[src/common/frontend_pkg.sv]
package frontend_pkg;

    // Address and instruction width
    localparam int ADDR_W = 32;

    // Default front end geometry
    localparam int DEF_FETCH_WIDTH  = 4;
    localparam int DEF_DECODE_WIDTH = 2;
    // Buffer depth, power of two
    localparam int DEF_IB_DEPTH     = 16;

    // First fetch address out of reset
    localparam logic [ADDR_W-1:0] DEF_RESET_PC = 32'h1c00_0000;

    // One buffered instruction
    typedef struct packed {
        logic [ADDR_W-1:0] pc;
        logic [ADDR_W-1:0] instr;
    } ib_entry_t;

    // Flush causes and targets from the back end
    typedef struct packed {
        // Exception entry, refill flavour selects the TLB refill vector
        logic              excp;
        logic              tlbrefill;
        // Return from exception
        logic              ertn;
        // Idle wakeup
        logic              idle;
        // Execute stage stalled, branch results not yet valid
        logic              ex_stall;
        // Taken branch per execute slot
        logic [1:0]        branch_flag;
        logic [ADDR_W-1:0] eentry;
        logic [ADDR_W-1:0] tlbrentry;
        logic [ADDR_W-1:0] era;
        logic [ADDR_W-1:0] idle_pc;
        logic [ADDR_W-1:0] branch_target0;
        logic [ADDR_W-1:0] branch_target1;
    } redirect_req_t;

endpackage

[src/hw/redirect_unit.sv]
`timescale 1ns/1ps

module redirect_unit (
    input  frontend_pkg::redirect_req_t     redirect_i,
    output logic                            flush_o,
    output logic [frontend_pkg::ADDR_W-1:0] next_pc_o
);

    logic branch0_taken;
    logic branch1_taken;

    // Branch outcome is only trusted when execute is moving
    assign branch0_taken = redirect_i.branch_flag[0] & ~redirect_i.ex_stall;
    assign branch1_taken = redirect_i.branch_flag[1] & ~redirect_i.ex_stall;

    assign flush_o = redirect_i.excp
                   | redirect_i.ertn
                   | redirect_i.idle
                   | branch0_taken
                   | branch1_taken;

    // Oldest cause wins
    always_comb begin
        if (redirect_i.excp) begin
            if (redirect_i.tlbrefill) begin
                next_pc_o = redirect_i.tlbrentry;
            end else begin
                next_pc_o = redirect_i.eentry;
            end
        end else if (redirect_i.ertn) begin
            next_pc_o = redirect_i.era;
        end else if (redirect_i.idle) begin
            next_pc_o = redirect_i.idle_pc;
        end else if (branch0_taken) begin
            next_pc_o = redirect_i.branch_target0;
        end else if (branch1_taken) begin
            next_pc_o = redirect_i.branch_target1;
        end else begin
            // No redirect this cycle
            next_pc_o = '0;
        end
    end

endmodule

[src/frontend/fetch_ctrl.sv]
`timescale 1ns/1ps

module fetch_ctrl #(
    parameter logic [frontend_pkg::ADDR_W-1:0] RESET_PC    = frontend_pkg::DEF_RESET_PC,
    parameter int                              FETCH_WIDTH = frontend_pkg::DEF_FETCH_WIDTH
) (
    input  logic                                        clk,
    input  logic                                        rst_n_i,
    // Redirect from back end
    input  logic                                        flush_i,
    input  logic [frontend_pkg::ADDR_W-1:0]             next_pc_i,
    // Instruction buffer nearly full
    input  logic                                        stall_i,
    // Instruction memory port
    output logic                                        fetch_req_o,
    output logic [frontend_pkg::ADDR_W-1:0]             fetch_addr_o,
    input  logic                                        fetch_rvalid_i,
    input  logic [FETCH_WIDTH*frontend_pkg::ADDR_W-1:0] fetch_rdata_i,
    // Write port of the instruction buffer
    output logic [FETCH_WIDTH-1:0]                      wr_valid_o,
    output frontend_pkg::ib_entry_t [FETCH_WIDTH-1:0]   wr_entry_o
);

    localparam int OFF_W   = $clog2(FETCH_WIDTH);
    localparam int BLK_LSB = OFF_W + 2;
    localparam logic [frontend_pkg::ADDR_W-1:0] BLK_BYTES =
        frontend_pkg::ADDR_W'(FETCH_WIDTH * 4);

    logic [frontend_pkg::ADDR_W-1:0] pc_q;
    logic                            outstanding_q;
    logic                            discard_q;
    logic                            fetch_en_q;
    logic [frontend_pkg::ADDR_W-1:0] blk_addr;
    logic [OFF_W-1:0]                word_off;
    logic                            rsp_take;

    assign blk_addr = {pc_q[frontend_pkg::ADDR_W-1:BLK_LSB], {BLK_LSB{1'b0}}};
    assign word_off = pc_q[BLK_LSB-1:2];

    // One request in flight at most, none during a redirect or when the buffer is tight
    assign fetch_req_o  = fetch_en_q & ~outstanding_q & ~flush_i & ~stall_i;
    assign fetch_addr_o = blk_addr;

    // Data is kept unless a flush came first or arrives with it
    assign rsp_take = fetch_rvalid_i & outstanding_q & ~discard_q & ~flush_i;

    always_comb begin
        for (int k = 0; k < FETCH_WIDTH; k++) begin
            wr_entry_o[k].pc    = blk_addr + frontend_pkg::ADDR_W'(4 * k);
            wr_entry_o[k].instr =
                fetch_rdata_i[k*frontend_pkg::ADDR_W +: frontend_pkg::ADDR_W];
            // Words below the PC offset are not part of the stream
            wr_valid_o[k] = rsp_take & (OFF_W'(k) >= word_off);
        end
    end

    always_ff @(posedge clk or negedge rst_n_i) begin
        if (!rst_n_i) begin
            pc_q          <= RESET_PC;
            outstanding_q <= 1'b0;
            discard_q     <= 1'b0;
            fetch_en_q    <= 1'b0;
        end else begin
            // Hold off the first request until one edge after reset
            fetch_en_q <= 1'b1;
            if (flush_i) begin
                pc_q          <= next_pc_i;
                // Pending block now stale, wait for it and drop it
                outstanding_q <= outstanding_q & ~fetch_rvalid_i;
                discard_q     <= outstanding_q & ~fetch_rvalid_i;
            end else if (fetch_rvalid_i && outstanding_q) begin
                outstanding_q <= 1'b0;
                discard_q     <= 1'b0;
                if (!discard_q) begin
                    pc_q <= blk_addr + BLK_BYTES;
                end
            end else if (fetch_req_o) begin
                outstanding_q <= 1'b1;
            end
        end
    end

endmodule

[src/frontend/instr_buffer.sv]
`timescale 1ns/1ps

module instr_buffer #(
    parameter int IB_DEPTH     = frontend_pkg::DEF_IB_DEPTH,
    parameter int FETCH_WIDTH  = frontend_pkg::DEF_FETCH_WIDTH,
    parameter int DECODE_WIDTH = frontend_pkg::DEF_DECODE_WIDTH
) (
    input  logic                                       clk,
    input  logic                                       rst_n_i,
    input  logic                                       flush_i,
    // From fetch
    input  logic [FETCH_WIDTH-1:0]                     wr_valid_i,
    input  frontend_pkg::ib_entry_t [FETCH_WIDTH-1:0]  wr_entry_i,
    output logic                                       stall_o,
    // To decode, slot 0 oldest
    output logic [DECODE_WIDTH-1:0]                    dec_valid_o,
    output frontend_pkg::ib_entry_t [DECODE_WIDTH-1:0] dec_entry_o,
    input  logic [DECODE_WIDTH-1:0]                    dec_accept_i
);

    localparam int PTR_W = $clog2(IB_DEPTH);
    localparam int CNT_W = PTR_W + 1;

    frontend_pkg::ib_entry_t mem [IB_DEPTH];

    logic [PTR_W-1:0]                  head_q;
    logic [PTR_W-1:0]                  tail_q;
    logic [CNT_W-1:0]                  count_q;
    logic [FETCH_WIDTH-1:0][PTR_W-1:0] wr_pos;
    logic [CNT_W-1:0]                  wr_cnt;
    logic [CNT_W-1:0]                  pop_cnt;
    logic                              pop_run;

    // Pack the valid write slots in order
    always_comb begin
        wr_cnt = '0;
        for (int k = 0; k < FETCH_WIDTH; k++) begin
            wr_pos[k] = wr_cnt[PTR_W-1:0];
            wr_cnt    = wr_cnt + CNT_W'(wr_valid_i[k]);
        end
    end

    // Decode takes a prefix of the offered slots
    always_comb begin
        pop_cnt = '0;
        pop_run = 1'b1;
        for (int j = 0; j < DECODE_WIDTH; j++) begin
            pop_run = pop_run & dec_accept_i[j] & dec_valid_o[j];
            pop_cnt = pop_cnt + CNT_W'(pop_run);
        end
    end

    always_comb begin
        for (int j = 0; j < DECODE_WIDTH; j++) begin
            dec_valid_o[j] = count_q > CNT_W'(j);
            dec_entry_o[j] = mem[head_q + PTR_W'(j)];
        end
    end

    // Keep a full fetch block of room
    assign stall_o = (CNT_W'(IB_DEPTH) - count_q) < CNT_W'(FETCH_WIDTH);

    always_ff @(posedge clk) begin
        for (int k = 0; k < FETCH_WIDTH; k++) begin
            if (wr_valid_i[k]) begin
                mem[tail_q + wr_pos[k]] <= wr_entry_i[k];
            end
        end
    end

    always_ff @(posedge clk or negedge rst_n_i) begin
        if (!rst_n_i) begin
            head_q  <= '0;
            tail_q  <= '0;
            count_q <= '0;
        end else if (flush_i) begin
            // Everything buffered is on the wrong path
            head_q  <= '0;
            tail_q  <= '0;
            count_q <= '0;
        end else begin
            head_q  <= head_q + pop_cnt[PTR_W-1:0];
            tail_q  <= tail_q + wr_cnt[PTR_W-1:0];
            count_q <= count_q + wr_cnt - pop_cnt;
        end
    end

endmodule

[src/hw/fetch_top.sv]
`timescale 1ns/1ps

module fetch_top #(
    parameter logic [frontend_pkg::ADDR_W-1:0] RESET_PC     = frontend_pkg::DEF_RESET_PC,
    parameter int                              FETCH_WIDTH  = frontend_pkg::DEF_FETCH_WIDTH,
    parameter int                              DECODE_WIDTH = frontend_pkg::DEF_DECODE_WIDTH,
    parameter int                              IB_DEPTH     = frontend_pkg::DEF_IB_DEPTH
) (
    input  logic                                        clk,
    input  logic                                        rst_n_i,
    // Back end redirect causes
    input  frontend_pkg::redirect_req_t                 redirect_i,
    // Instruction memory
    output logic                                        fetch_req_o,
    output logic [frontend_pkg::ADDR_W-1:0]             fetch_addr_o,
    input  logic                                        fetch_rvalid_i,
    input  logic [FETCH_WIDTH*frontend_pkg::ADDR_W-1:0] fetch_rdata_i,
    // Decode slots
    output logic [DECODE_WIDTH-1:0]                     dec_valid_o,
    output frontend_pkg::ib_entry_t [DECODE_WIDTH-1:0]  dec_entry_o,
    input  logic [DECODE_WIDTH-1:0]                     dec_accept_i
);

    logic                                      flush;
    logic [frontend_pkg::ADDR_W-1:0]           next_pc;
    logic                                      ib_stall;
    logic [FETCH_WIDTH-1:0]                    wr_valid;
    frontend_pkg::ib_entry_t [FETCH_WIDTH-1:0] wr_entry;

    redirect_unit u_redirect_unit (
        .redirect_i (redirect_i),
        .flush_o    (flush),
        .next_pc_o  (next_pc)
    );

    fetch_ctrl #(
        .RESET_PC    (RESET_PC),
        .FETCH_WIDTH (FETCH_WIDTH)
    ) u_fetch_ctrl (
        .clk            (clk),
        .rst_n_i        (rst_n_i),
        .flush_i        (flush),
        .next_pc_i      (next_pc),
        .stall_i        (ib_stall),
        .fetch_req_o    (fetch_req_o),
        .fetch_addr_o   (fetch_addr_o),
        .fetch_rvalid_i (fetch_rvalid_i),
        .fetch_rdata_i  (fetch_rdata_i),
        .wr_valid_o     (wr_valid),
        .wr_entry_o     (wr_entry)
    );

    instr_buffer #(
        .IB_DEPTH     (IB_DEPTH),
        .FETCH_WIDTH  (FETCH_WIDTH),
        .DECODE_WIDTH (DECODE_WIDTH)
    ) u_instr_buffer (
        .clk          (clk),
        .rst_n_i      (rst_n_i),
        .flush_i      (flush),
        .wr_valid_i   (wr_valid),
        .wr_entry_i   (wr_entry),
        .stall_o      (ib_stall),
        .dec_valid_o  (dec_valid_o),
        .dec_entry_o  (dec_entry_o),
        .dec_accept_i (dec_accept_i)
    );

endmodule

[config.mk]
export PLATFORM = sky130hd
export DESIGN_NAME = fetch_top
export DESIGN_NICKNAME = d
export VERILOG_FILES = /design/src/common/frontend_pkg.sv /design/src/hw/redirect_unit.sv /design/src/frontend/fetch_ctrl.sv /design/src/frontend/instr_buffer.sv /design/src/hw/fetch_top.sv
export SDC_FILE = /design/constraint.sdc
export NUM_CORES = 2
export LEC_CHECK = 0
export BUFFER_PORTS_ARGS = -buffer_cell sky130_fd_sc_hd__buf_2
export CAP_MARGIN = 10
export CORE_AREA = 2 2 339 341
export CTS_BUF_LIST = sky130_fd_sc_hd__clkbuf_4 sky130_fd_sc_hd__clkbuf_8
export CTS_CLUSTER_SIZE = 12
export DETAILED_ROUTE_END_ITERATION = 8
export DIE_AREA = 0 0 341 343
export HOLD_SLACK_MARGIN = 0.12
export PLACE_DENSITY = 0.77
export SETUP_SLACK_MARGIN = 0.05
export SLEW_MARGIN = 20
export SYNTH_ARGS = -nofsm -noshare
export SYNTH_HDL_FRONTEND = slang
export SYNTH_SLANG_ARGS = --single-unit
[constraint.sdc]
create_clock -name clk -period 7.07 [get_ports clk]
set_clock_uncertainty 0.2 [all_clocks]
set_input_delay 1.0605 -clock clk [delete_from_list [all_inputs] [get_ports clk]]
set_output_delay 1.0605 -clock clk [all_outputs]
set_load 0.01 [all_outputs]
==> results.ini <==
[pwr]
leakage_nw = 26.6
power.density_mw_per_mm2 = 176
irDropWorstVdd_mv = 0.162
power.total_mw = 13.1

[logic_synthesis]
async_flop_share = 0.0443
synth-main-ff-cell = edfxtp_1
yosysTopAreaCellShare = 0.427
synth-edff-count = 960
syn_area_mm2 = 0.0674
synthSimpleGateAreaFrac = 0.0907
synth_cell_types = 89
synth_top_family_by_area = multiplexers
synth_cells = 5390
ys.warnings.count = 0
synthMuxAreaShare = 0.297
ys_seq_area_frac = 0.454
synth_xor_area_frac = 0.00492
synth_compound_area_frac = 0.100
syn_area_per_cell_um2 = 12.5
synth-seq-cells = 1038
yosys.area.top_type = edfxtp_1
synth-adder-area-share = 0.00697
synth_area_leaders = edfxtp_1, mux4_2, mux2i_1

[grt]
gr-max-usage-layer = met2
grt_pass1_wl_um = 363000
overflow = 0
track_usage = 0.431
grt_use_met3 = 0.173
antenna_found_initial = 34
grt_pass1_vias = 53500
grt_max_degree = 129
grt_util_met2 = 0.624
grt.met1_usage = 0.547

[sta]
fmax_mhz = 172
worst_slack_ns = 1.27
rsz0062_at_grt = no
final_hold_viol_count = 0
finalCriticalPeriod_ns = 5.80
maxSlewViolCount = 0
setup-tns-final_ns = 0
final-setup-viol-count = 0
fin_crit_sh = 0.821
max_slew_margin = 0.130
tightest_slew_ns = 1.31

[worst_setup_path]
startpoint = redirect_i[195]
cp.required_ns = 7.36
worstPathMaxFanout = 44
r2r-end = u_instr_buffer.mem[3][50]
worstReg2RegStart = u_fetch_ctrl.pc_q[3]
cp-end-kind = flop
start_kind = primary input
r2r_cells = 12
regToRegSetupSlack_ns = 1.28
arrival_ns = 6.09
cp_cell_sequence = buf_2 -> or3_1 -> or4_1 -> nor2_1 -> ha_1 -> ha_1 -> and3_1 -> nor3_1 -> nor2_1 -> o21ai_0 -> nand3_1 -> nand4_1 -> buf_4
critical_path_class = in -> reg
critPathMaxStageDelay_ns = 0.80
crit_end = u_instr_buffer.mem[3][50]
cp_slowest_cell = buf_4

[outcome]
status = complete, no violations

[cells_and_area]
stdcell_area_mm2 = 0.0745
fin_cells = 7234
area.growth.synth_to_final_pct = 10.4
finalNetCount = 5927
fill_cells = 8117
drive_above_1_share = 0.336

[placement]
post-place-ws_ns = 0.551
place.gp.congestion = 1.01
dpl_cell_area_mm2 = 0.0711
placed_cells = 6899
dp_hpwl_um = 154000
portBuffers = 474

[floorplanning]
io_pins = 495
initial_core_util = 0.595
dieWidth_um = 341
die-area_mm2 = 0.117
rows = 124
die_y_um = 343
core-area_mm2 = 0.113

[cts]
cts_made_buffers = 171
htree_levels = 4
cts_buffer_depth = 3
root_buffer = clkbuf_8
clk_latency_ns = 0.89
cts.sinks = 1038
cts_tree = built
path_clk_slew_ns = 0.06
cts_resized = 0

[drt]
drt-pass1-iter-count = 7
wl_per_cell_um = 35.5
drtIter0Drc = 9558
postRouteAntennaNets = 0
num_vias = 55400
drc_errors = 0
vias_per_cell = 7.66
wl_um = 257000

[min_path]
hold_path_class = in -> reg

[run]
drv_cap = 0

[placed cells by master (no fill, tap or decap), types with 65 or more instances in the layout]
master and count:
mux2i_1 292, nor2b_1 93, o21ai_1 81, o21ai_0 368, buf_2 474, edfxtp_1 960
nand2_1 703, nand3_1 73, a21oi_1 85, mux4_2 620, a22o_1 130, clkbuf_8 176
o221ai_1 80, mux2_2 243, a211oi_1 65, buf_4 139, nor2_1 268
[how the worst min path moves through the flow]
stage | start | endpoint | slack (ns) | cells after the start
2_1_floorplan | u_instr_buffer.mem[2][35] | u_instr_buffer.mem[2][35] | 0.23 | 2
3_3_place_gp | u_instr_buffer.mem[2][35] | u_instr_buffer.mem[2][35] | 0.24 | 2
3_5_place_dp | u_instr_buffer.mem[2][35] | u_instr_buffer.mem[2][35] | 0.25 | 2
4_1_cts | fetch_rvalid_i | u_fetch_ctrl.discard_q | 0.17 | 2
5_1_grt | redirect_i[180] | u_fetch_ctrl.pc_q[20] | 0.21 | 3
6_report | redirect_i[178] | u_fetch_ctrl.pc_q[18] | 0.21 | 3
[layout make-up]
cell class / instances / area (um2) / area share
antenna: 28 / 70.1 / 0.000941
clock buffer: 226 / 2800 / 0.0376
clock inverter: 80 / 497 / 0.00667
inverter: 26 / 97.6 / 0.00131
multi-input combinational: 3665 / 34100 / 0.458
sequential: 1038 / 30600 / 0.411
tap: 1512 / 1890 / 0.0254
timing repair buffer: 659 / 4330 / 0.0582
[registers in the layout (all words and copies together), names as in the netlist]
name / count
u_instr_buffer.mem: 992
u_fetch_ctrl.pc_q: 30
u_instr_buffer.count_q: 5
u_instr_buffer.head_q: 4
u_instr_buffer.tail_q: 4
u_fetch_ctrl.discard_q: 1
u_fetch_ctrl.fetch_en_q: 1
u_fetch_ctrl.outstanding_q: 1
[where the power goes]
group,internal (mW),switching [mW]
registers,6.79,0.127
clock network,2.68,2.64
logic,0.343,0.503
[worst max-delay path, delay by kind of cell]
family / cells / cell delay, ns
buffers and inverters: 2 / 0.91
AO/OA/AOI/OAI: 1 / 0.30
adder cells (fa/ha/maj): 2 / 0.65
AND/OR/NAND/NOR: 8 / 3.02
[cells in the mapped netlist, drive strengths merged (17+ instances only)]
cell type    n
and3        51
clkbuf     398
dfrtp       43
mux2       270
o22ai       33
nand2b      19
o21a        32
nand2      706
a221oi      22
a22o       130
ha          28
nand4       30
dfxtp       32
nor2       284
o221ai      80
a21oi       91
a21o        41
nand3       87
inv         26
mux2i      292
xor2        21
buf        270
nor3        28
o21ai      449
a22oi       17
o211ai      21
a211oi      65
mux4       620
nor2b       94
edfxtp     960
[cell families after synthesis]
| family | Yosys count |
|---|---|
| compound gates | 1034 |
| xor+xnor | 37 |
| fa+ha+maj | 34 |
| buf+inv | 694 |
| flops | 1038 |
| mux | 1182 |
| other cells | 2 |
| simple gates | 1369 |
[through the flow]
| stage | util | hold slack (ns) |
|---|---|---|
| 2_1_floorplan | - | 0.229 |
| 3_3_place_gp | 0.626 | 0.241 |
| 3_5_place_dp | 0.627 | 0.254 |
| 4_1_cts | 0.656 | 0.167 |
| 5_1_grt | 0.656 | 0.214 |
| 6_report | 0.657 | 0.212 |
[layer usage]
layer / routed length, um / up-vias / share of wire
li1: - / 21400 / -
met1: 82600 / 26800 / 0.32
met2: 110000 / 5811 / 0.43
met3: 44500 / 1435 / 0.17
met4: 19300 / 20 / 0.075
met5: 125 / - / 0.00049
[repair_timing]
action	4_1_cts	5_1_grt
endpoints found under the hold margin	43	0
hold buffers	1	0
setup buffers	0	0
endpoints found under the setup margin	0	0
Note: power is estimated with default switching activity, not from simulation.
